[config.mk]
export PLATFORM = sky130hd
export DESIGN_NAME = scan_fetch
export DESIGN_NICKNAME = d
export VERILOG_FILES = /design/src/source/nexys_pkg.sv /design/src/source/scan_fetch.sv
export SDC_FILE = /design/constraint.sdc
export NUM_CORES = 1
export LEC_CHECK = 0
export BUFFER_PORTS_ARGS = -buffer_cell sky130_fd_sc_hd__buf_4
export CAP_MARGIN = 10
export CORE_MARGIN = 10
export CORE_UTILIZATION = 42
export DETAILED_ROUTE_END_ITERATION = 12
export PLACE_DENSITY = 0.85
export SLEW_MARGIN = 20
export SYNTH_ARGS = -nofsm -noshare
export SYNTH_HDL_FRONTEND = slang
export SYNTH_SLANG_ARGS = --single-unit
[constraint.sdc]
create_clock -name clk_i -period 1.4 [get_ports clk_i]
set_clock_uncertainty 0.1 [all_clocks]
set_input_delay 0.14 -clock clk_i [delete_from_list [all_inputs] [get_ports clk_i]]
set_output_delay 0.14 -clock clk_i [all_outputs]
set_load 0.01 [all_outputs]
[src/source/nexys_pkg.sv]
package nexys_pkg;

	typedef logic [15:1] addr_t;	// CPU word address
	typedef logic [15:0] data_t;
	typedef logic [1:0]  sel_t;
	typedef logic [12:0] vaddr_t;	// Video RAM word index
	typedef logic [15:0] gpio_t;

	typedef enum logic [1:0] {
		ARB_IDLE,
		ARB_CPU,
		ARB_SCAN
	} arb_state_t;

	localparam int PROG_WORDS = 16384;
	localparam int VRAM_WORDS = 8192;
	localparam int SCAN_WORDS = 256;	// Short pass for simulation

	// Address map on the upper address bits
	localparam logic        PROG_REGION = 1'b0;	// 0000-7FFF
	localparam logic [1:0]  VRAM_REGION = 2'b11;	// C000-FFFF
	localparam logic [11:0] GPIO_PAGE   = 12'hB01;

	// Word offsets inside the port page
	localparam logic [2:0] GPIO_OUT_OFS = 3'd0;
	localparam logic [2:0] GPIO_IN_OFS  = 3'd1;

	// Output word
	localparam int SD_CLK_BIT  = 3;
	localparam int SD_MOSI_BIT = 2;
	localparam int SD_CS_BIT   = 1;
	localparam int SD_LED_BIT  = 0;

	// Input word
	localparam int SD_MISO_BIT = 2;
	localparam int SD_WP_BIT   = 1;
	localparam int SD_CD_BIT   = 0;

endpackage

[src/source/scan_fetch.sv]
module scan_fetch (
	input  logic              clk_i,
	input  logic              arst_n_i,
	output logic              cyc_o,
	output logic              stb_o,
	output nexys_pkg::vaddr_t adr_o,
	input  nexys_pkg::data_t  dat_i,
	input  logic              ack_i,
	output nexys_pkg::data_t  vid_word_o,
	output logic              vid_valid_o,
	output logic              vid_first_o
);
	import nexys_pkg::*;

	vaddr_t adr_q;
	data_t  word_q;
	logic   stb_q;
	logic   valid_q;
	logic   first_q;
	logic   done;

	assign done = stb_q & ack_i;

	always_ff @(posedge clk_i or negedge arst_n_i) begin
		if (!arst_n_i) begin
			adr_q   <= '0;
			stb_q   <= 1'b0;
			valid_q <= 1'b0;
			first_q <= 1'b0;
		end else begin
			valid_q <= done;
			first_q <= done & (adr_q == '0);
			if (done) begin
				stb_q <= 1'b0;	// One low cycle after each ack
				adr_q <= (adr_q == vaddr_t'(SCAN_WORDS - 1)) ? '0 : adr_q + 1'b1;
			end else begin
				stb_q <= 1'b1;
			end
		end
	end

	always_ff @(posedge clk_i) begin
		if (done) word_q <= dat_i;
	end

	assign cyc_o       = stb_q;
	assign stb_o       = stb_q;
	assign adr_o       = adr_q;
	assign vid_word_o  = word_q;
	assign vid_valid_o = valid_q;
	assign vid_first_o = first_q;

endmodule

Word level (Yosys, flattened, before mapping) --
Index checks and enable logic that the tools add are counted.
Cells by class: add/subtract/negate cells 1, equal/unequal tests 1, mux-type cells 2, bitwise gates (word level) 2, reductions and logical operators 1
Operators with widths (count):
- $add 13x1->13 const B | 1
- $eq 13x8->1 const B | 1
- $logic_not 13->1 | 1
- $mux 13 | 1
- $and 1x1->1 | 2
- $mux 1 | 1
Storage, ports and cells: register bits 32, input port bits 19, output and inout bits 33, logic and storage cells 12

Longest topological paths before layout --
depth after elaboration 2, depth in mapped cells 5, depth with buffers taken out 4

Least setup slack after synthesis --
OpenSTA, ideal clock, no wires.
path type reg2reg, start point register stb_q, in the netlist cyc_o, end point register adr_q[4], in the netlist adr_o[4], setup time 0.123 ns, arrival 1.429 ns, required time 1.177 ns, path slack -0.252 ns, stages on the path, launching flop included 6, clock period less this slack 1.652 ns, cell sequence dfrtp_1 nand2_1 clkbuf_1 inv_1 nand4_1 xnor2_1
On the way: longest elaborated chain between the ends 1
RTL lines:
- start: declaration | RTL line scan_fetch.sv:17 | logic stb_q;
- start signal: assignment | RTL line scan_fetch.sv:27 | stb_q <= 1'b0;
- start signal: assignment | RTL line scan_fetch.sv:34 | stb_q <= 1'b0;
- start signal: assignment | RTL line scan_fetch.sv:37 | stb_q <= 1'b1;
- $and 1x1->1 | RTL line scan_fetch.sv:22 | assign done = stb_q & ack_i;
- named net done | RTL line scan_fetch.sv:20 | logic done;
- end signal: assignment | RTL line scan_fetch.sv:35 | adr_q <= (adr_q == vaddr_t'(SCAN_WORDS - 1)) ? '0 : adr_q + 1'b1;
- end: declaration | RTL line scan_fetch.sv:15 | vaddr_t adr_q;
The timed path passes the listed nets, and every way through them passes these cells. A chain may end at the register's enable or synchronous reset.

Final worst setup path --
start point register adr_q[1], in the netlist adr_o[1], end point register adr_q[10], in the netlist adr_o[10]
On the way: longest elaborated chain between the ends 2, elaborated cells between the ends (all ways) 3, classes of those cells add/sub (1); eq/ne (1); mux (1)
RTL lines (RTL line):
- $add 13x1->13 or $eq 13x8->1 (tied branches) | scan_fetch.sv:35
- $mux 13 (*) | scan_fetch.sv:35
Every way passes the cells marked *; elsewhere a longest branch is shown, timed or not.

==> results.json <==
{
  "hold_violations": 0,
  "tightestPinTransition_ns": 0.275,
  "yosysTopAreaCellShare": 0.363,
  "setup_viol": 16,
  "period_share": 1.10,
  "syn_to_final_growth_pct": 82.9,
  "via_per_inst": 5.32,
  "grt_max_degree": 18,
  "fp.dieW_um": 76.1,
  "ant_nets": 0,
  "grt_pass1_wl_um": 7260,
  "most-common-layout-cells": "buf_4, dlygate4sd3_1, edfxtp_1, dfrtp_1, buf_6",
  "rsz0062_at_grt": "true",
  "rows": 20,
  "diodes": 0,
  "drc": 0,
  "gr-usage-all-layers": 0.160,
  "crit_required_ns": 1.57,
  "fin_util": 0.799,
  "synthMuxAreaShare": 0.00757,
  "ff2ff_path_depth": 5,
  "die_area_um2": 5790,
  "synth_xor_xnor_area_share": 0.0464,
  "synth_compound_area_frac": 0.0587,
  "crit_type": "reg -> reg",
  "wire_per_inst_um": 22.4,
  "end_kind": "register",
  "status": "finished with violations",
  "synth_top_family_by_area": "simple AND/OR/NAND/NOR gates",
  "period_minus_slack_ns": 1.54,
  "regArea_um2": 890,
  "seq_area_frac_synth": 0.666,
  "multi_input_area_um2": 500,
  "core_um2": 3030,
  "drt_first_pass_iters": 4,
  "die_h_um": 76.1,
  "syn-cell-area_um2": 1320,
  "place_hpwl_um": 2820,
  "regToRegSetupSlack_ns": -0.14,
  "relSlewSlack": 0.815,
  "grt_pass1_vias": 1298,
  "dr.first_iter.drc_count": 115,
  "async_reset_ff_frac": 0.500,
  "synth_fp_nets": 117,
  "synthCells": 96,
  "place_worst_setup_slack_ns": -0.153,
  "peakVddDrop_mv": 0.711,
  "synth_simple_gate_area_frac": 0.165,
  "violations": "setup timing",
  "static-leakage-power_nw": 1.09,
  "cp.arrival_ns": 1.71,
  "drive_gt1_frac": 0.595,
  "hp-class": "in -> async",
  "worstSkewPairLatency_ns": 0.36,
  "drt-total-wl_um": 5460,
  "setup_ws_ns": -0.140,
  "cts_tree": "yes",
  "clk_pin_slew_ns": 0.12,
  "layout_commonest_cell": "buf_4",
  "ys_ff_latch": 32,
  "htreeDepth": 2,
  "num_vias": 1299,
  "final_max_slew_viol_count": 0,
  "synth_top_cell_by_area": "edfxtp_1",
  "ioPinCount": 52,
  "syn_avg_cell_area_um2": 13.8,
  "cp_max_fo": 4,
  "clockRootBuffer": "clkbuf_4",
  "start_util": 0.437,
  "fmax_ghz": 0.649,
  "timing.rr.start": "adr_o[1]$_DFFE_PN0P_",
  "io_buffers": 51,
  "synth_cell_types": 33,
  "total_power_mw": 2.89,
  "dominantRegCellSynth": "edfxtp_1",
  "place_congestion": 0.918,
  "crit_path_start": "adr_o[1]$_DFFE_PN0P_",
  "nFillCells": 174,
  "cp-start-kind": "register",
  "clk_path_buf_depth": 2,
  "nNetsFinal": 220,
  "grt_remaining_overflow": 0,
  "rr_endpoint": "adr_o[10]$_DFFE_PN0P_",
  "synth-edff-count": 16,
  "yosysWarnings": 0,
  "cts_sinks": 32,
  "drv_cap": 0,
  "cts_made_buffers": 5,
  "synth.area.top_cells": "edfxtp_1, dfrtp_1, xor2_1, nand4_1, nor4_1",
  "synth_adder_area_share": 0.0189,
  "antenna_found_initial": 0,
  "p_per_area_nw_per_um2": 1200
}
[worst max-delay path by stage]
stage                                 end  cells after the start
CTS                 adr_o[10]$_DFFE_PN0P_                      5
global placement     adr_o[7]$_DFFE_PN0P_                      3
finish              adr_o[10]$_DFFE_PN0P_                      5
floorplan            adr_o[7]$_DFFE_PN0P_                      3
detailed placement  adr_o[10]$_DFFE_PN0P_                      4
global route         adr_o[7]$_DFFE_PN0P_                      5
[sequential cells by signal, summed over array words and instances, names as in the netlist]
register,flops
vid_word_o,16
vid_valid_o,1
vid_first_o,1
cyc_o,1
adr_o,13
[Yosys cell counts, types with 2 or more instances]
master / count
dfrtp_1: 16
nand4_1: 6
inv_1: 5
o21ai_0: 2
ha_1: 2
edfxtp_1: 16
xnor2_1: 2
o31ai_1: 2
xor2_1: 5
nand2_1: 7
clkbuf_2: 2
buf_2: 2
a22oi_1: 2
o21ai_1: 2
nor3_1: 3
nor4_1: 5
[stage by stage]
| stage | std cells | area, µm² | setup TNS, ns | hold slack [ns] |
|---|---|---|---|---|
| CTS | 234 | 2230 | -0.655 | 0.0656 |
| finish | 244 | 2420 | -0.996 | 0.0571 |
| floorplan | 96 | 1360 | -0.399 | -0.256 |
| global placement | 207 | 1930 | -0.155 | -0.0911 |
| detailed placement | 207 | 1930 | -0.746 | -0.0866 |
| global route | 244 | 2420 | -1.95 | 0.0655 |
[metal layers]
layer	global-route usage	part of all wire
met1	0.172	0.39
met2	0.273	0.53
met3	0.0767	0.074
met4	0.0446	0.0084
met5	0	0
[cell type report]
cell class              instances  share of cell area
repair buffers                102               0.360
multi-input cells              53               0.207
flip-flops and latches         32               0.368
clock inverters                 3              0.0176
clock buffers                   5              0.0155
well taps                      44              0.0228
inverters                       5             0.00931
[power by group]
| group | internal [mW] | switching [mW] | leakage, nW | total, mW |
|---|---|---|---|---|
| combinational | 0.485 | 0.444 | 0.703 | 0.929 |
| clock | 0.372 | 0.370 | 0.0412 | 0.742 |
| sequential | 1.10 | 0.123 | 0.343 | 1.22 |
[kinds of logic (layout without fill, tap and decap cells)]
| kind of cell | count (synthesis) | in the layout |
|---|---|---|
| flops | 32 | 32 |
| simple gates | 32 | 32 |
| compound gates | 11 | 11 |
| buf+inv | 11 | 115 |
| xor+xnor | 7 | 7 |
| fa+ha+maj | 2 | 2 |
| mux | 1 | 1 |
[critical path: stages, from the launching register on]
cell	delay, ns
dfrtp_1	0.40
ha_2	0.22
nand4_1	0.18
buf_6	0.19
nor4_4	0.19
xor2_1	0.17
[repair_timing]
action / in CTS / in global routing
pin swaps: 2 / 7
resized for setup: 5 / 23
setup endpoints to repair: 12 / 18
setup buffers: 1 / 9
endpoints found under the hold margin: 33 / 0
hold buffers: 18 / 0
gates cloned: 0 / 1
No activity file was read; power rests on OpenSTA's default activity.
