`src/source/nexys_pkg.sv`:
```
package nexys_pkg;

	typedef logic [15:1] addr_t;	// CPU word address
	typedef logic [15:0] data_t;
	typedef logic [1:0]  sel_t;
	typedef logic [12:0] vaddr_t;	// Video RAM word index
	typedef logic [15:0] gpio_t;

	typedef enum logic [1:0] {
		ARB_IDLE,
		ARB_CPU,
		ARB_SCAN
	} arb_state_t;

	localparam int PROG_WORDS = 16384;
	localparam int VRAM_WORDS = 8192;
	localparam int SCAN_WORDS = 256;	// Short pass for simulation

	// Address map on the upper address bits
	localparam logic        PROG_REGION = 1'b0;	// 0000-7FFF
	localparam logic [1:0]  VRAM_REGION = 2'b11;	// C000-FFFF
	localparam logic [11:0] GPIO_PAGE   = 12'hB01;

	// Word offsets inside the port page
	localparam logic [2:0] GPIO_OUT_OFS = 3'd0;
	localparam logic [2:0] GPIO_IN_OFS  = 3'd1;

	// Output word
	localparam int SD_CLK_BIT  = 3;
	localparam int SD_MOSI_BIT = 2;
	localparam int SD_CS_BIT   = 1;
	localparam int SD_LED_BIT  = 0;

	// Input word
	localparam int SD_MISO_BIT = 2;
	localparam int SD_WP_BIT   = 1;
	localparam int SD_CD_BIT   = 0;

endpackage

```
`src/source/vram_arbiter.sv`:
```
module vram_arbiter (
	input  logic              clk_i,
	input  logic              arst_n_i,

	input  logic              cpu_cyc_i,
	input  logic              cpu_stb_i,
	input  logic              cpu_we_i,
	input  nexys_pkg::vaddr_t cpu_adr_i,
	input  nexys_pkg::sel_t   cpu_sel_i,
	input  nexys_pkg::data_t  cpu_dat_i,
	output nexys_pkg::data_t  cpu_dat_o,
	output logic              cpu_ack_o,

	input  logic              scan_cyc_i,
	input  logic              scan_stb_i,
	input  nexys_pkg::vaddr_t scan_adr_i,
	output nexys_pkg::data_t  scan_dat_o,
	output logic              scan_ack_o,

	output logic              mem_cyc_o,
	output logic              mem_stb_o,
	output logic              mem_we_o,
	output nexys_pkg::vaddr_t mem_adr_o,
	output nexys_pkg::sel_t   mem_sel_o,
	output nexys_pkg::data_t  mem_dat_o,
	input  nexys_pkg::data_t  mem_dat_i,
	input  logic              mem_ack_i
);
	import nexys_pkg::*;

	arb_state_t state_q;
	logic       cpu_req;
	logic       scan_req;

	assign cpu_req  = cpu_cyc_i & cpu_stb_i;
	assign scan_req = scan_cyc_i & scan_stb_i;

	always_ff @(posedge clk_i or negedge arst_n_i) begin
		if (!arst_n_i) begin
			state_q <= ARB_IDLE;
		end else begin
			case (state_q)
				ARB_IDLE: begin
					if (scan_req) state_q <= ARB_SCAN;	// Scan wins a tie
					else if (cpu_req) state_q <= ARB_CPU;
				end
				ARB_CPU:  if (mem_ack_i || !cpu_req) state_q <= ARB_IDLE;
				ARB_SCAN: if (mem_ack_i || !scan_req) state_q <= ARB_IDLE;
				default:  state_q <= ARB_IDLE;
			endcase
		end
	end

	// Memory sees nothing while idle, so its strobe drops between grants
	always_comb begin
		mem_cyc_o = 1'b0;
		mem_stb_o = 1'b0;
		mem_we_o  = 1'b0;
		mem_adr_o = '0;
		mem_sel_o = '0;
		mem_dat_o = '0;
		case (state_q)
			ARB_CPU: begin
				mem_cyc_o = cpu_cyc_i;
				mem_stb_o = cpu_stb_i;
				mem_we_o  = cpu_we_i;
				mem_adr_o = cpu_adr_i;
				mem_sel_o = cpu_sel_i;
				mem_dat_o = cpu_dat_i;
			end
			ARB_SCAN: begin
				mem_cyc_o = scan_cyc_i;
				mem_stb_o = scan_stb_i;
				mem_adr_o = scan_adr_i;
				mem_sel_o = '1;	// Whole-word read
			end
			default: ;
		endcase
	end

	assign cpu_ack_o  = (state_q == ARB_CPU) & mem_ack_i;
	assign scan_ack_o = (state_q == ARB_SCAN) & mem_ack_i;
	assign cpu_dat_o  = (state_q == ARB_CPU) ? mem_dat_i : '0;
	assign scan_dat_o = (state_q == ARB_SCAN) ? mem_dat_i : '0;

endmodule

```
`config.mk`:
```
export PLATFORM = sky130hd
export DESIGN_NAME = vram_arbiter
export DESIGN_NICKNAME = d
export VERILOG_FILES = /design/src/source/nexys_pkg.sv /design/src/source/vram_arbiter.sv
export SDC_FILE = /design/constraint.sdc
export NUM_CORES = 1
export LEC_CHECK = 0
export ABC_AREA = 1
export BUFFER_PORTS_ARGS = -buffer_cell sky130_fd_sc_hd__buf_2
export CORE_MARGIN = 3
export CORE_UTILIZATION = 31
export CTS_CLUSTER_SIZE = 8
export DETAILED_ROUTE_END_ITERATION = 8
export PLACE_DENSITY_LB_ADDON = 0.15
export RECOVER_POWER = 25
export SLEW_MARGIN = 20
export SYNTH_ARGS = -nofsm -noshare
export SYNTH_HDL_FRONTEND = slang
export SYNTH_SLANG_ARGS = --single-unit
export TNS_END_PERCENT = 100
```
`constraint.sdc`:
```
create_clock -name clk_i -period 3 [get_ports clk_i]
set_input_delay 0.3 -clock clk_i [delete_from_list [all_inputs] [get_ports clk_i]]
set_output_delay 0.3 -clock clk_i [all_outputs]
set_load 0.02 [all_outputs]
```
==> Yosys cells after proc, flatten, opt, wreduce, memory -nomap -nowiden <==
Index checks and enable logic that the tools add are counted.
{ "totals": {"reg_bits": 2, "latch_bits": 0, "ramBits": 0, "romBits": 0, "input_bits": 68, "out_inout_bits": 68, "word_cells": 29, "n_memories": 0} }
{ "op_classes": {"n_addsub": 0, "multipliers": 0, "div_mod_pow": 0, "magnitude_cmp": 0, "n_eq_ne": 5, "shifts": 0, "muxes": 13, "bitwise_logic": 4, "n_reduce_logical": 6} }
{ "op_table": {"columns": ["cell", "n"], "rows": [
  ["16-bit two-way mux", 3],
  ["13-bit one-hot mux with 2 select lines", 1],
  ["2-bit two-way mux", 4],
  ["2-bit one-hot mux with 3 select lines", 1],
  ["1-bit AND", 4],
  ["2-bit != test (second input constant)", 2],
  ["1-bit one-hot mux with 2 select lines", 2],
  ["2-bit one-hot mux with 2 select lines", 1],
  ["3-bit != test (second input constant)", 1],
  ["3-bit AND reduction", 1],
  ["2-bit by 1-bit == test with 1-bit output (second input constant)", 1],
  ["2-bit == test (second input constant)", 1],
  ["1-bit logical NOT", 2],
  ["2-bit logical NOT", 1],
  ["1-bit logical OR", 2],
  ["1-bit two-way mux", 1]
]} }

==> Longest topological paths before layout <==
{ "logic_depth": {"word_depth": 5, "mapped_depth": 8, "depth_no_buf": 7} }

==> Least setup slack after synthesis <==
No wires, ideal clock.
{ "synth_timing": {"path_type": "flip-flop to output port", "startpoint": "register state_q[0]", "endpoint": "output port mem_adr_o[10]", "t_arrival_ps": 1276, "t_required_ps": 2700, "slack_ps": 1424, "stages_incl_launch_ff": 6, "path_buffers": 1, "cell_sequence": "dfrtp_1 inv_1 ha_1 inv_2 buf_2 a21oi_1"} }
{ "synth_between": {"elab_chain_len": 2, "word_cells_on_any_way": 3, "cone_classes": "eq/ne: 2; mux: 1"} }
{ "synth_rtl": {"columns": ["element", "line", "source"], "rows": [
  ["from (decl)", "vram_arbiter.sv:31", "arb_state_t state_q;"],
  ["from (signal assigned)", "vram_arbiter.sv:40", "state_q <= ARB_IDLE;"],
  ["from (signal assigned)", "vram_arbiter.sv:44", "if (scan_req) state_q <= ARB_SCAN;"],
  ["from (signal assigned)", "vram_arbiter.sv:45", "else if (cpu_req) state_q <= ARB_CPU;"],
  ["2-bit == test or 2-bit by 1-bit == test with 1-bit output (tied branches)", "vram_arbiter.sv:62", "case (state_q)"],
  ["13-bit one-hot mux with 2 select lines *", "vram_arbiter.sv:62", null],
  ["to (decl)", "vram_arbiter.sv:23", "output nexys_pkg::vaddr_t mem_adr_o,"]
]} }
Every way passes the cells marked *; elsewhere a longest branch is shown, timed or not.

==> Worst setup path in the final report <==
{ "layout_timing": {"startpoint": "register state_q[1]", "endpoint": "output port mem_adr_o[11]"} }
The elaborated chain is that of the path after synthesis.

==> flow_metrics.env <==
export IMPL_status="finished, final reports clean"
export IMPL_yosysWarnings=0
export IMPL_finalMaxSlewViolations=0
export IMPL_ios=136
export IMPL_grt_max_degree=27
export IMPL_initial_core_util_pct=34.06
export IMPL_largest_reg_flops=2
export IMPL_detail_route_wl_per_cell_um=9.669
export IMPL_synth_cells=192
export IMPL_ir_worst_vdd_v=0.0006961
export IMPL_total_power_w=0.001154
export IMPL_setup_viol=0
export IMPL_drcViolationCount=0
export IMPL_synth_seq_area_share_pct=5.674
export IMPL_synth_cell_types=12
export IMPL_final_common_cell="buf_2"
export IMPL_largestRegisters="state_q x2"
export IMPL_grt_setup_unrepaired="false"
export IMPL_coreArea_um2=2590
export IMPL_stdcell_count=353
export IMPL_drtIter0Drc=99
export IMPL_p_seq_share_pct=4.3
export IMPL_drive_gt1_share_pct=39.32
export IMPL_grt_pass1_wl_um=5002
export IMPL_swShare_pct=65.53
export IMPL_cts_root_buf="clkbuf_4"
export IMPL_slowest_delay_ns=0.69
export IMPL_fin_setup_tns_ns=0
export IMPL_synth_net_count=264
export IMPL_power_frac_clock_pct=5.4
export IMPL_grt_usage_pct=17.83
export IMPL_critPathKind="flip-flop to primary output"
export IMPL_power_density_nw_per_um2=750.8
export IMPL_hpwl_um=2849
export IMPL_cts_tree="built"
export IMPL_routed_wl_um=3413
export IMPL_crit_path_end_kind="primary output"
export IMPL_die_x_um=59.34
export IMPL_dpl_cell_count=349
export IMPL_nNetsFinal=397
export IMPL_grt_ovfl_total=0
export IMPL_final_min_clock_period_ns=2.383
export IMPL_area_growth_syn_to_layout_pct=74.33
export IMPL_largest_register="state_q"
export IMPL_die_area_um2=3521
export IMPL_htreeDepth=1
export IMPL_portBuffers=135
export IMPL_synth_avg_cell_area_um2=4.594
export IMPL_clk_pin_slew_ns=0.03
export IMPL_ys_seq_elements=2
export IMPL_crit_required_ns=2.70
export IMPL_clock_fmax_mhz=419.6
export IMPL_skew_ns=0.002375
export IMPL_antenna_found_initial=0
export IMPL_maxCapViolCount=0
export IMPL_min_path_type="input port to async pin"
export IMPL_die_y_um=59.34
export IMPL_drtAntennaViolNets=0
export IMPL_cts_resized=0
export IMPL_intPower_w=0.0003980
export IMPL_layout_common_cells="buf_2 (121), nand2_1 (91), inv_1 (57)"
export IMPL_drt_pass1_iterations=4
export IMPL_whs_ns=0.3834
export IMPL_p_leak_nw=1.301
export IMPL_slowest_stage="clkbuf_1"
export IMPL_viasPerCell=4.082
export IMPL_cp_arrival_ns=2.08
export IMPL_cts_buffers_inserted=3
export IMPL_worst_pin_slew_ns=0.9126
export IMPL_pwr_share_comb_pct=90.3
export IMPL_final_fill_count=269
export IMPL_vias=1441
export IMPL_final_hold_viol_count=0
export IMPL_cp_top_family="buffers and inverters"
export IMPL_path_buf_inv=3
export IMPL_worstSkewPairLatency_ns=0.23
export IMPL_max_slew_margin_pct=39.16
export IMPL_cp_max_fo=24
export IMPL_clk_path_buf_depth=2
export IMPL_gp_congestion=0.8254
export IMPL_power_switching_w=0.0007565
export IMPL_grt_pass1_vias=1197
export IMPL_rows=18
export IMPL_crit_chain="inv_1 -> ha_1 -> clkbuf_1 -> nand2_1 -> a21oi_1 -> buf_2"
export IMPL_syn_area_um2=882.1
export IMPL_diodes=0
export IMPL_fin_crit_sh_pct=79.44
export IMPL_cp_start_kind="flip-flop"
export IMPL_clkSinkCount=2
## logic make-up (layout without fill, tap and decap cells)
logic type / after synthesis / after routing / share of synthesized area, %
simple gates: 100 / 100 / 43.97
buf+inv: 69 / 200 / 35.03
compound gates: 17 / 17 / 9.645
fa+ha+maj: 4 / 4 / 5.674
flops: 2 / 2 / 5.674
## metrics by stage
stage / worst slack, ns / util, % / cell area, um2
global route: 0.4486 / 59.37 / 1538
finish: 0.6169 / 59.37 / 1538
global placement: 1.097 / 58.94 / 1526
floorplan: 1.424 / - / 882.1
detailed placement: 1.047 / 58.94 / 1526
CTS: 0.8008 / 60.19 / 1559
## cells in the mapped netlist
cell / count / share of area, %
dfrtp_1: 2 / 5.7
nor2_1: 1 / 0.43
nand3_1: 6 / 3.4
buf_2: 4 / 2.3
inv_1: 57 / 24
nand2_1: 91 / 39
nand4_1: 2 / 1.4
a21oi_1: 17 / 9.6
buf_4: 2 / 1.7
ha_1: 4 / 5.7
buf_6: 5 / 6.4
inv_2: 1 / 0.43
## final timing paths
kind / from / to / slack [ns] / depth (start not counted)
setup / recovery: state_q[1]$_DFFE_PN0P_ / mem_adr_o[11] / 0.62 / 6
hold / removal: arst_n_i / state_q[1]$_DFFE_PN0P_ / 0.38 / 2
setup reg to reg: state_q[0]$_DFFE_PN0P_ / state_q[0]$_DFFE_PN0P_ / 1.53 / 7
hold reg to reg: state_q[1]$_DFFE_PN0P_ / state_q[1]$_DFFE_PN0P_ / 0.52 / 2
max in group asynchronous: arst_n_i / state_q[0]$_DFFE_PN0P_ / 2.49 / 2
min in group clk_i: scan_stb_i / state_q[1]$_DFFE_PN0P_ / 0.47 / 5
## worst reg2reg max path, stage by stage (launching register included)
cell and delay [ns]:
dfrtp_1 0.40, inv_1 0.10, ha_1 0.46, nand3_1 0.13, nand2_1 0.09, nand2_1 0.06, nand3_1 0.07, nand2_1 0.05
## what timing repair did
item,4_1_cts,5_1_grt
hold buffers,1,0
setup endpoints to repair,0,0
buffers inserted,0,0
hold endpoints to repair,2,0
## layout make-up
class	instances	area, um2	share of cell area, %
clock buffers	3	22.52	1.465
inverters	58	217.7	14.16
flip-flops and latches	2	50.05	3.255
multi-input cells	121	523.0	34.01
repair buffers	139	686.9	44.67
well taps	30	37.54	2.441
## power groups by stage
stage               Clock [W]  Sequential [W]  Combinational [W]
floorplan                   0       0.0000468           0.000787
global placement            0       0.0000483            0.00107
detailed placement          0       0.0000499            0.00107
CTS                 0.0000652       0.0000495            0.00107
global route        0.0000672       0.0000511            0.00116
finish              0.0000628       0.0000498            0.00104
## metal layers
layer / global-route usage (%) / wire length, um / vias up
li1: - / - / 799
met1: 17.62 / 1234 / 569
met2: 36.19 / 1767 / 68
met3: 3.050 / 361 / 5
met4: 5.825 / 48 / 0
met5: 0 / 0 / -
No activity file was read; power rests on OpenSTA's default activity.
