`src/source/nexys_pkg.sv`:
```
package nexys_pkg;

	typedef logic [15:1] addr_t;	// CPU word address
	typedef logic [15:0] data_t;
	typedef logic [1:0]  sel_t;
	typedef logic [12:0] vaddr_t;	// Video RAM word index
	typedef logic [15:0] gpio_t;

	typedef enum logic [1:0] {
		ARB_IDLE,
		ARB_CPU,
		ARB_SCAN
	} arb_state_t;

	localparam int PROG_WORDS = 16384;
	localparam int VRAM_WORDS = 8192;
	localparam int SCAN_WORDS = 256;	// Short pass for simulation

	// Address map on the upper address bits
	localparam logic        PROG_REGION = 1'b0;	// 0000-7FFF
	localparam logic [1:0]  VRAM_REGION = 2'b11;	// C000-FFFF
	localparam logic [11:0] GPIO_PAGE   = 12'hB01;

	// Word offsets inside the port page
	localparam logic [2:0] GPIO_OUT_OFS = 3'd0;
	localparam logic [2:0] GPIO_IN_OFS  = 3'd1;

	// Output word
	localparam int SD_CLK_BIT  = 3;
	localparam int SD_MOSI_BIT = 2;
	localparam int SD_CS_BIT   = 1;
	localparam int SD_LED_BIT  = 0;

	// Input word
	localparam int SD_MISO_BIT = 2;
	localparam int SD_WP_BIT   = 1;
	localparam int SD_CD_BIT   = 0;

endpackage

```
`src/source/gpio_port.sv`:
```
module gpio_port (
	input  logic             clk_i,
	input  logic             arst_n_i,
	input  logic             cyc_i,
	input  logic             stb_i,
	input  logic             we_i,
	input  nexys_pkg::addr_t adr_i,
	input  nexys_pkg::data_t dat_i,
	output nexys_pkg::data_t dat_o,
	output logic             ack_o,
	input  nexys_pkg::gpio_t port_i,
	output nexys_pkg::gpio_t port_o
);
	import nexys_pkg::*;

	gpio_t      out_q;
	gpio_t      sync1_q;
	gpio_t      sync2_q;
	logic [2:0] ofs;
	logic       access;
	logic       seen_q;
	logic       ack_q;

	assign ofs    = adr_i[3:1];
	assign access = cyc_i & stb_i & ~seen_q;

	always_ff @(posedge clk_i or negedge arst_n_i) begin
		if (!arst_n_i) begin
			out_q  <= '0;
			seen_q <= 1'b0;
			ack_q  <= 1'b0;
		end else begin
			seen_q <= cyc_i & stb_i;
			ack_q  <= access;
			if (access && we_i && ofs == GPIO_OUT_OFS) out_q <= dat_i;
		end
	end

	// Pins are asynchronous to the bus clock
	always_ff @(posedge clk_i) begin
		sync1_q <= port_i;
		sync2_q <= sync1_q;
	end

	always_comb begin
		case (ofs)
			GPIO_OUT_OFS: dat_o = out_q;
			GPIO_IN_OFS:  dat_o = sync2_q;
			default:      dat_o = '0;	// Spare words in the page
		endcase
	end

	assign ack_o  = ack_q;
	assign port_o = out_q;

endmodule

```
`config.mk`:
```
export PLATFORM = sky130hd
export DESIGN_NAME = gpio_port
export DESIGN_NICKNAME = d
export VERILOG_FILES = /design/src/source/nexys_pkg.sv /design/src/source/gpio_port.sv
export SDC_FILE = /design/constraint.sdc
export NUM_CORES = 1
export LEC_CHECK = 0
export ABC_AREA = 1
export BUFFER_PORTS_ARGS = -buffer_cell sky130_fd_sc_hd__buf_2
export CELL_PAD_IN_SITES_DETAIL_PLACEMENT = 1
export CELL_PAD_IN_SITES_GLOBAL_PLACEMENT = 1
export CORE_MARGIN = 2
export CORE_UTILIZATION = 29
export DETAILED_ROUTE_END_ITERATION = 6
export PLACE_DENSITY = 0.77
export SYNTH_ARGS = -nofsm -noshare
export SYNTH_HDL_FRONTEND = slang
export SYNTH_SLANG_ARGS = --single-unit
```
`constraint.sdc`:
```
create_clock -name clk_i -period 1.1 [get_ports clk_i]
set_clock_uncertainty 0.05 [all_clocks]
set_input_delay 0.22 -clock clk_i [delete_from_list [all_inputs] [get_ports clk_i]]
set_output_delay 0.22 -clock clk_i [all_outputs]
set_load 0.03 [all_outputs]
```
# Word level (Yosys, flattened, before mapping)
# Index checks and enable logic that the tools add are counted.
[word_totals]
elab_cells = 13
ff_bits = 50
mem_bits_ro = 0
output_inout_bits = 33
ramBits = 0
memories = 0
latch_bits = 0
input_bits = 52
[op_classes]
bitwise_logic = 3
muxes = 1
n_reduce_logical = 3
n_mul = 0
addsub = 0
n_eq_ne = 1
magnitude_cmp = 0
n_div = 0
n_shift = 0
[op_table]
columns = ["cell", "n"]
rows = [
  ["$pmux 16 s2", 1],
  ["$eq 3x1->1 const B", 1],
  ["$logic_not 3->1", 1],
  ["$and 1x1->1", 2],
  ["$logic_and 1x1->1", 2],
  ["$not 1->1", 1],
]

# Longest topological paths before layout
# Gate-level depths: netlist of the first run.
[depth]
ltp_word = 4
depth_mapped = 7
ltp_nobuf = 5

# Worst setup path after synthesis of the first run
# OpenSTA, ideal clock, no wires.
[synth_path]
path_type = "input port to output port"
start = "input adr_i[0]"
end = "output dat_o[3]"
required_time_ns = 0.830
stages = 5
arrival_time_ns = 1.364
path_buffers = 2
slack_ns = -0.534
cell_sequence = "buf_2 inv_1 nand2_4 buf_6 o21ai_0"
[synth_between]
elab_chain_len = 2
elab_cells_between_ends = 3
cone_classes = "eq/ne: 1; mux: 1; reduce/logical: 1"
[synth_rtl]
columns = ["element", "line", "source"]
rows = [
  ["from (decl)", "gpio_port.sv:7", "input nexys_pkg::addr_t adr_i,"],
  ["$eq 3x1->1 / $logic_not 3->1 (equally long branches)", "gpio_port.sv:46", "case (ofs)"],
  ["$pmux 16 s2 *", "gpio_port.sv:46", ""],
  ["to (decl)", "gpio_port.sv:9", "output nexys_pkg::data_t dat_o,"],
]
# Mark *: on every way between the ends. The rest lies on a longest branch, timed or not.

# Worst setup path after layout of the first run
[layout_path]
start = "register out_q[8], in the netlist port_o[8]"
end = "output dat_o[8]"
[layout_between]
elab_chain_len = 1
[layout_rtl]
columns = ["element", "line", "source"]
rows = [
  ["from (decl)", "gpio_port.sv:16", "gpio_t out_q;"],
  ["from (signal assigned)", "gpio_port.sv:35", "if (access && we_i && ofs == GPIO_OUT_OFS) out_q <= dat_i;"],
  ["$pmux 16 s2", "gpio_port.sv:46", ""],
]
# No other way between the ends.

==> flow_summary_export.csv, run 1 <==
group,metric,value,unit
place,port_buffers,72,
power_and_ir_drop,p_sw_share,32.16,%
timing,max_slew.worst_pin.slew,0.4779,ns
logic_synthesis,synthesis.area,1722,sq um
timing,setup_viol,45,
worst_setup_path,worstSetupEndpointType,"primary output",
power_and_ir_drop,switchingPower,1.593,mW
floorplan,die_h,81.05,microns
power_and_ir_drop,total_power,4.953,mW
job,maxCapViolations,0,
logic_synthesis,synth_warnings,0,
global_routing,grt_use_met2,34.71,%
floorplan,row_count,28,
floorplan,die_w,81.05,microns
global_routing,use_met1,19.50,%
drt,viasPerCell,4.486,
floorplan,core_area,5816,sq um
logic_synthesis,ys_seq_elements,50,
finish,drive_above_1_share,57.84,%
hold_path,whs_endpoint,"port_o[1]",
clock_tree,htree_levels,2,
logic_synthesis,synth_cell_types,16,
timing,min_period,1.315,ns
clock_tree,path_clk_slew,0.09,ns
clock_tree,root_buffer,"clkbuf_8",
worst_setup_path,cp_max_fo,2,
worst_setup_path,regToRegStartpoint,"seen_q",
clock_tree,numCtsBuffers,5,
worst_setup_path,worstPathArrival,1.05,ns
floorplan,start_util,29.60,%
hold_path,hp-start,"dat_i[1]",
global_routing,met3_usage,3.222,%
finish,syn2layout_area_growth,89.83,%
global_routing,grt_pass1_wl,8645,microns
global_routing,busiest_layer,"met2",
power_and_ir_drop,power.share.clock,19.7,%
timing,fmax,0.7604,GHz
drt,drt-total-wl,5563,microns
global_routing,grt_pass1_vias,1794,
drt,drtIter0Drc,37,
worst_setup_path,regToRegSetupSlack,-0.07,ns
finish,num-nets-final,339,
worst_setup_path,r2r_cells,5,
power_and_ir_drop,pwr-share-comb,36.6,%
power_and_ir_drop,p_leak,1.470,nW
place,preCtsSetupSlack,-0.3063,ns
drt,wl_per_cell,15.37,microns
finish,final_cells,362,
global_routing,grt.total_usage,17.76,%
place,dp_hpwl,3438,microns
power_and_ir_drop,vdd_drop_max,0.7482,mV
floorplan,io_pins,85,
timing,setup_ws,-0.2151,ns
global_routing,grt-ovfl-total,0,
place,dp_cells,316,
hold_path,hold_path_depth,3,
worst_setup_path,crit_path_start_kind,"register",
place,gp_congestion,0.6685,
logic_synthesis,seq_area_frac_synth,63.37,%
drt,dr.pass1.iters,4,
global_routing,grt_antenna_before_repair,0,
timing,rsz0062_at_grt,"true",
hold_path,hold_class,"in -> reg",
worst_setup_path,crit_type,"reg -> out",
timing,drv_slew,0,
finish,fin_util,56.20,%
power_and_ir_drop,power.density,1516,nW/um^2
worst_setup_path,cp_data_required_time,0.83,ns
timing,slew_headroom,68.14,%
run_status,status,"finished, violations left",
floorplan,die_area,6569,sq um
power_and_ir_drop,seq_power_share,43.7,%
drt,drtAntennaViolNets,0,
timing,period_share,119.6,%
global_routing,grt_max_degree,19,
run_status,violations,"setup timing",
logic_synthesis,syn_avg_cell_area,10.31,sq um
logic_synthesis,synth_nets,219,
clock_tree,cts_buffer_depth,2,
drt,drc,0,
power_and_ir_drop,p_int,3.360,mW
clock_tree,clock_latency,0.28,ns
worst_setup_path,r2r_end,"port_o[13]",
timing,final_hold_viol_count,0,
clock_tree,cts.sinks,50,
logic_synthesis,syn_inst,167,
clock_tree,cts_tree,"built",
drt,vias,1624,
finish,n_antenna_cell,0,
==> kinds of logic (layout without fill, tap and decap cells) <==
group	after synthesis	after routing	share of synthesized area, %
compound gates	32	32	11.63
buf+inv	31	151	9.012
flops	50	50	63.37
simple gates	54	54	15.99
==> layout make-up <==
| cell class | instances | area [sq um] |
|---|---|---|
| flip-flops and latches | 50 | 1091 |
| multi-input cells | 86 | 802.0 |
| repair buffers | 122 | 1117 |
| fillers | 624 | 2547 |
| clock buffers | 7 | 76.32 |
| inverters | 22 | 87.58 |
| well taps | 75 | 93.84 |
==> what timing repair did <==
| action | in CTS | in global routing |
|---|---|---|
| endpoints found under the hold margin | 34 | 0 |
| resized for setup | 101 | 19 |
| hold buffers | 17 | 0 |
| endpoints found under the setup margin | 49 | 49 |
| setup buffers | 15 | 6 |
| gates cloned | 1 | 1 |
| pin swaps | 14 | 13 |
==> through the flow <==
step,area [sq um],TNS [ns],hold WS (ns)
after floorplan,1919,-1.206,-0.1256
after global placement,2419,-5.716,0.1366
after detailed placement,2419,-6.133,0.1470
after CTS,3127,-4.587,0.09404
after global routing,3268,-7.037,0.1109
final,3268,-4.532,0.1075
==> metal layers <==
| metal | share of wire, % | wire [microns] |
|---|---|---|
| met5 | 0 | 0 |
| met4 | 0.75 | 42 |
| met3 | 3.5 | 197 |
| met2 | 58 | 3240 |
| met1 | 37 | 2083 |
==> cells in the mapped netlist, drive strengths merged <==
cell    count  area (sq um)
nand2      18         75.07
inv        22         85.09
o21ai      16         80.07
dfrtp      18         450.4
nand4       1         12.51
nor2        2         22.52
nand3      33         165.2
buf         7         62.56
clkbuf      2         7.510
dfxtp      32         640.6
o21bai     16         120.1
==> worst max-delay path, cell delays in order (launching register included) <==
cell and delay, ns:
dfrtp_1 0.40, inv_2 0.07, o21ai_4 0.14, buf_6 0.14
==> registers in the layout (all words and copies together), names as in the netlist <==
name     cells
seen_q       1
port_o      16
ack_o        1
sync1_q     16
sync2_q     16
==> how the worst max path moves through the flow <==
stage,from,to,slack (ns),depth (start not counted)
global placement,adr_i[2],dat_o[7],-0.26,6
global route,port_o[2],dat_o[2],-0.26,3
floorplan,adr_i[2],dat_o[10],-0.1,4
detailed placement,adr_i[2],dat_o[11],-0.31,6
finish,port_o[8],dat_o[8],-0.22,3
CTS,adr_i[1],dat_o[10],-0.22,6
==> power by group through the flow <==
stage / sequential, mW / clock [mW] / combinational (mW)
global route: 2.19 / 1.09 / 1.94
CTS: 2.15 / 1.03 / 1.63
floorplan: 2.43 / 0 / 0.542
global placement: 2.14 / 0 / 1.17
finish: 2.16 / 0.977 / 1.81
detailed placement: 2.16 / 0 / 1.19
==> placed cells by master, fill, tap and decap left out, types with 2 or more instances in the layout <==
| cell | synthesis | layout |
|---|---|---|
| nand3_1 | 33 | 16 |
| o21ai_4 | 0 | 16 |
| o21bai_4 | 0 | 4 |
| dfxtp_1 | 32 | 32 |
| buf_4 | 1 | 14 |
| buf_12 | 0 | 4 |
| buf_2 | 2 | 37 |
| inv_1 | 21 | 7 |
| dfrtp_1 | 18 | 18 |
| clkbuf_1 | 2 | 2 |
| inv_2 | 0 | 14 |
| nand3_2 | 0 | 16 |
| buf_6 | 4 | 49 |
| nand2_1 | 17 | 17 |
| nor2_4 | 2 | 2 |
| dlygate4sd3_1 | 0 | 17 |
| clkbuf_8 | 0 | 5 |
| o21bai_1 | 16 | 12 |
Note: power is estimated with default switching activity, not from simulation.
==> run 2, diff against run 1 <==
- MAX_ROUTING_LAYER: default -> met4
==> flow_summary_export.csv, run 2 (synthesis results as in run 1) <==
group,metric,value,unit
global_routing,grt.total_usage,18.28,%
global_routing,grt_antenna_before_repair,0,
hold_path,hold_class,"in -> reg",
hold_path,hp-start,"dat_i[1]",
run_status,violations,"setup timing",
timing,period_share,119.3,%
clock_tree,htree_levels,2,
floorplan,core_area,5816,sq um
global_routing,grt_use_met2,34.71,%
floorplan,die_h,81.05,microns
global_routing,busiest_layer,"met2",
hold_path,whs_endpoint,"port_o[1]",
worst_setup_path,r2r_end,"port_o[13]",
finish,fin_util,56.20,%
drt,drtIter0Drc,31,
finish,n_antenna_cell,0,
worst_setup_path,cp_cell_sequence,"inv_2 > o21ai_4 > buf_6",
place,dp_hpwl,3438,microns
clock_tree,cts_tree,"built",
worst_setup_path,crit_path_start_kind,"register",
drt,drt-total-wl,5573,microns
global_routing,grt-ovfl-total,0,
run_status,status,"finished, violations left",
worst_setup_path,cp_max_fo,2,
finish,syn2layout_area_growth,89.83,%
clock_tree,path_clk_slew,0.09,ns
timing,setup_ws,-0.2128,ns
worst_setup_path,cp.buffers_inverters,2,
place,dp_cells,316,
clock_tree,clock_latency,0.28,ns
worst_setup_path,regToRegStartpoint,"seen_q",
worst_setup_path,worstPathArrival,1.04,ns
clock_tree,numCtsBuffers,5,
floorplan,io_pins,85,
worst_setup_path,crit_type,"reg -> out",
timing,max_slew.worst_pin.slew,0.4708,ns
drt,drtAntennaViolNets,0,
global_routing,grt_max_degree,19,
place,port_buffers,72,
power_and_ir_drop,p_leak,1.470,nW
worst_setup_path,cp_data_required_time,0.83,ns
power_and_ir_drop,vdd_drop_max,0.7466,mV
floorplan,die_area,6569,sq um
floorplan,row_count,28,
power_and_ir_drop,power.density,1515,nW/um^2
finish,final_common_cell,"buf_6",
worst_setup_path,r2r_cells,5,
clock_tree,cts_buffer_depth,2,
timing,fmax,0.7617,GHz
worst_setup_path,regToRegSetupSlack,-0.06,ns
worst_setup_path,worstSetupEndpointType,"primary output",
finish,drive_above_1_share,57.84,%
finish,num-nets-final,339,
finish,final_cells,362,
worst_setup_path,cp_top_family,"flip-flops",
clock_tree,root_buffer,"clkbuf_8",
timing,final_hold_viol_count,0,
timing,drv_slew,0,
floorplan,start_util,29.60,%
power_and_ir_drop,total_power,4.953,mW
global_routing,use_met1,19.85,%
hold_path,hold_path_depth,3,
timing,rsz0062_at_grt,"true",
clock_tree,cts.sinks,50,
drt,drc,0,
timing,min_period,1.313,ns
timing,slew_headroom,68.61,%
drt,dr.pass1.iters,4,
place,gp_congestion,0.6750,
drt,wl_per_cell,15.40,microns
drt,viasPerCell,4.489,
finish,final_cell_mix,"49 x buf_6, 37 x buf_2, 32 x dfxtp_1, 18 x dfrtp_1",
worst_setup_path,cpMaxStageDelayCell,"dfrtp_1",
job,maxCapViolations,0,
global_routing,grt_pass1_wl,8631,microns
worst_setup_path,critPathMaxStageDelay,0.40,ns
global_routing,met3_usage,2.667,%
floorplan,die_w,81.05,microns
timing,setup_viol,45,
global_routing,grt_pass1_vias,1797,
drt,vias,1625,
run 2: cell counts in the layout (fill, tap and decap cells not counted):
No cell type changed its count.
run 2: per-layer routing:
metal | routed length, microns | share of wire [%]
met3 | 183 | 3.3
met1 | 2132 | 38
met4 | 42 | 0.75
met2 | 3214 | 58
met5 | 0 | 0
run 2: where the power goes:
group | leakage [nW] | internal (mW) | switching [mW]
Clock | 0.0383 | 0.439 | 0.538
Combinational | 0.959 | 0.896 | 0.915
Sequential | 0.473 | 2.03 | 0.139
run 2: what timing repair did:
| action | in CTS | in global routing |
|---|---|---|
| hold endpoints to repair | 34 | 0 |
| pin swaps | 14 | 13 |
| hold buffers | 17 | 0 |
| setup endpoints to repair | 49 | 49 |
| gates cloned | 1 | 1 |
| resized for setup | 101 | 19 |
| setup buffers | 15 | 6 |
run 2: area by class of cell:
cell class / count / area (sq um)
Tap cell: 75 / 93.84
Timing Repair Buffer: 122 / 1117
Clock buffer: 7 / 76.32
Sequential cell: 50 / 1091
Inverter: 22 / 87.58
Fill cell: 624 / 2547
Multi-Input combinational cell: 86 / 802.0
run 2: worst min-delay path, delay by kind of cell:
kind | cells | cell delay, ns
simple gates | 2 | 0.11
buf+inv | 1 | 0.08
run 2: per-stage QoR:
stage / TNS (ns) / hold slack (ns) / worst slack (ns) / area (sq um)
floorplan: -1.206 / -0.1256 / -0.09611 / 1919
global placement: -5.716 / 0.1366 / -0.2609 / 2419
detailed placement: -6.133 / 0.1470 / -0.3063 / 2419
CTS: -4.587 / 0.09404 / -0.2209 / 3127
global route: -7.034 / 0.1109 / -0.2623 / 3268
finish: -4.518 / 0.1099 / -0.2128 / 3268
run 2: worst max path at each step:
stage | slack [ns] | to | startpoint | depth (start not counted)
after CTS | -0.22 | dat_o[10] | adr_i[1] | 6
after floorplan | -0.1 | dat_o[10] | adr_i[2] | 4
after detailed placement | -0.31 | dat_o[11] | adr_i[2] | 6
after global routing | -0.26 | dat_o[2] | port_o[2] | 3
final | -0.21 | dat_o[8] | port_o[8] | 3
after global placement | -0.26 | dat_o[7] | adr_i[2] | 6
==> run 3, diff against run 2 <==
- ABC_AREA: 1 -> default
==> flow_summary_export.csv, run 3 <==
group,metric,value,unit
run_status,status,"finished, violations left",
run_status,violations,"setup timing",
clock_tree,cts_buffer_depth,2,
logic_synthesis,seq_area_frac_synth,73.15,%
logic_synthesis,synth-compound-area-share,9.396,%
finish,num-nets-final,256,
logic_synthesis,async_flop_share,36.00,%
worst_setup_path,worstSetupEndpointType,"register",
logic_synthesis,synthSimpleGateAreaFrac,3.356,%
clock_tree,numCtsBuffers,5,
floorplan,row_count,26,
logic_synthesis,yosys-top-cells-count,"32 x dfxtp_1, 18 x dfrtp_1, 16 x a22o_1",
worst_setup_path,worstPathArrival,1.56,ns
power_and_ir_drop,power.share.clock,23.2,%
floorplan,die_h,75.72,microns
logic_synthesis,synthDominantCellAreaShare,42.95,%
floorplan,core_area,5042,sq um
worst_setup_path,crit_path_end,"port_o[4]",
clock_tree,cts_tree,"built",
drt,vias,1176,
logic_synthesis,synth_warnings,0,
logic_synthesis,synthMuxAreaShare,12.08,%
logic_synthesis,synth_cell_types,13,
timing,setup_tns,-10.61,ns
logic_synthesis,synth_area_leaders,"dfxtp_1 43%, dfrtp_1 30%, a22o_1 9.4%",
global_routing,grt_pass1_wl,6106,microns
logic_synthesis,synth_nets,143,
worst_setup_path,r2r_end,"port_o[4]",
clock_tree,path_clk_slew,0.08,ns
power_and_ir_drop,p_leak,1.346,nW
timing,period_share,130.4,%
worst_setup_path,crit_type,"reg -> reg",
timing,setup_viol,48,
finish,syn2layout_area_growth,83.47,%
timing,setup_ws,-0.3349,ns
global_routing,grt_max_degree,19,
logic_synthesis,synth_ff_type,"dfxtp_1",
logic_synthesis,synthesis.area,1491,sq um
logic_synthesis,synth-edff-count,0,
timing,slew_headroom,71.24,%
worst_setup_path,cp_max_fo,16,
floorplan,io_pins,85,
power_and_ir_drop,seq_power_share,49.9,%
worst_setup_path,worstSetupStartpoint,"seen_q",
timing,rsz0062_at_grt,"true",
drt,drc,0,
timing,fmax,0.6969,GHz
global_routing,grt-ovfl-total,0,
worst_setup_path,r2r_cells,4,
worst_setup_path,regToRegSetupSlack,-0.33,ns
place,gp_congestion,0.7981,
power_and_ir_drop,p_int,3.070,mW
drt,drtIter0Drc,55,
floorplan,die_area,5733,sq um
finish,final_cell_mix,"49 x buf_6, 36 x buf_2, 32 x dfxtp_1, 18 x dfrtp_1, 17 x dlygate4sd3_1",
power_and_ir_drop,switchingPower,1.160,mW
worst_setup_path,crit_path_start_kind,"register",
finish,drive_above_1_share,60.49,%
timing,max_slew.worst_pin.slew,0.4315,ns
power_and_ir_drop,total_power,4.230,mW
drt,drt-total-wl,4312,microns
power_and_ir_drop,p_sw_share,27.42,%
logic_synthesis,syn_avg_cell_area,16.39,sq um
logic_synthesis,synth_fa_ha_area_share,0,%
logic_synthesis,synth_most_common_cell,"dfxtp_1",
logic_synthesis,yosys.area.top_type,"dfxtp_1",
drt,wl_per_cell,15.68,microns
clock_tree,cts.sinks,50,
drt,drtAntennaViolNets,0,
global_routing,grt_antenna_before_repair,0,
logic_synthesis,synth_xor_area_share,0,%
drt,dr.pass1.iters,4,
floorplan,die_w,75.72,microns
power_and_ir_drop,vdd_drop_max,0.8732,mV
clock_tree,clock_latency,0.29,ns
place,port_buffers,72,
worst_setup_path,cp_data_required_time,1.22,ns
job,maxCapViolations,0,
drt,viasPerCell,4.276,
hold_path,hold_class,"in -> reg",
clock_tree,htree_levels,2,
clock_tree,root_buffer,"clkbuf_8",
worst_setup_path,regToRegStartpoint,"seen_q",
place,dp_hpwl,2628,microns
timing,drv_slew,0,
power_and_ir_drop,power.density,1546,nW/um^2
global_routing,grt.total_usage,15.60,%
logic_synthesis,synth_top_family_by_area,"multiplexers",
global_routing,grt_pass1_vias,1236,
finish,final_common_cell,"buf_6",
logic_synthesis,ys_seq_elements,50,
logic_synthesis,syn_inst,91,
timing,min_period,1.435,ns
timing,final_hold_viol_count,0,
finish,n_antenna_cell,0,
floorplan,start_util,29.58,%
power_and_ir_drop,pwr-share-comb,26.9,%
## run 3: cell type report
cell class / count / area, sq um
Fill cell: 505 / 2306
Sequential cell: 50 / 1091
Timing Repair Buffer: 110 / 974.7
Multi-Input combinational cell: 37 / 503.0
Tap cell: 70 / 87.58
Clock buffer: 8 / 80.08
## run 3: worst min-delay path by stage
stage	cells past startpoint	to	slack (ns)	start
after floorplan	0	ack_o	-0.13	arst_n_i
after global placement	1	ack_o	0.13	arst_n_i
after detailed placement	1	ack_o	0.14	arst_n_i
after CTS	2	port_o[11]	0.09	dat_i[11]
after global routing	2	port_o[12]	0.09	dat_i[12]
final	2	port_o[12]	0.09	dat_i[12]
## run 3: kinds of logic (layout without fill, tap and decap cells)
kind of cell | count (synthesis) | count (layout)
multiplexers | 16 | 16
flip-flops | 50 | 50
AND/OR/NAND/NOR | 5 | 5
buffers and inverters | 4 | 118
AO/OA/AOI/OAI | 16 | 16
## run 3: routing by layer
layer | wire length, microns | GRT usage (%)
met2 | 2557 | 29.18
met1 | 1518 | 15.63
met3 | 133 | 3.307
met4 | 102 | 6.238
met5 | 0 | -
## run 3: worst max-delay path, cell delays in order, from the launching register on
cell and delay [ns]:
dfrtp_1 0.36, and3b_1 0.22, and3_4 0.19, buf_12 0.15, mux2_2 0.34
## run 3: repair_timing
item,4_1_cts,5_1_grt
resized for setup,62,58
hold buffers,17,0
pin swaps,1,6
gates cloned,2,0
setup buffers,2,9
hold endpoints to repair,34,0
endpoints found under the setup margin,49,49
## run 3: power groups by stage
stage | logic, mW | clock network (mW) | registers (mW)
2_1_floorplan | 0.203 | 0 | 2.32
3_3_place_gp | 0.735 | 0 | 2.11
3_5_place_dp | 0.749 | 0 | 2.11
4_1_cts | 1.01 | 1.03 | 2.10
5_1_grt | 1.21 | 1.11 | 2.13
6_report | 1.14 | 0.980 | 2.11
## run 3: through the flow
step | cell area [sq um] | instances | utilization, % | hold WS (ns) | setup WS (ns)
2_1_floorplan | 1516 | 91 | - | -0.1256 | -0.3189
4_1_cts | 2517 | 270 | 49.93 | 0.08876 | -0.3526
6_report | 2736 | 275 | 54.27 | 0.09464 | -0.3349
3_3_place_gp | 2032 | 241 | 40.30 | 0.1320 | -0.3139
5_1_grt | 2736 | 275 | 54.27 | 0.08722 | -0.3770
3_5_place_dp | 2032 | 241 | 40.30 | 0.1370 | -0.3580
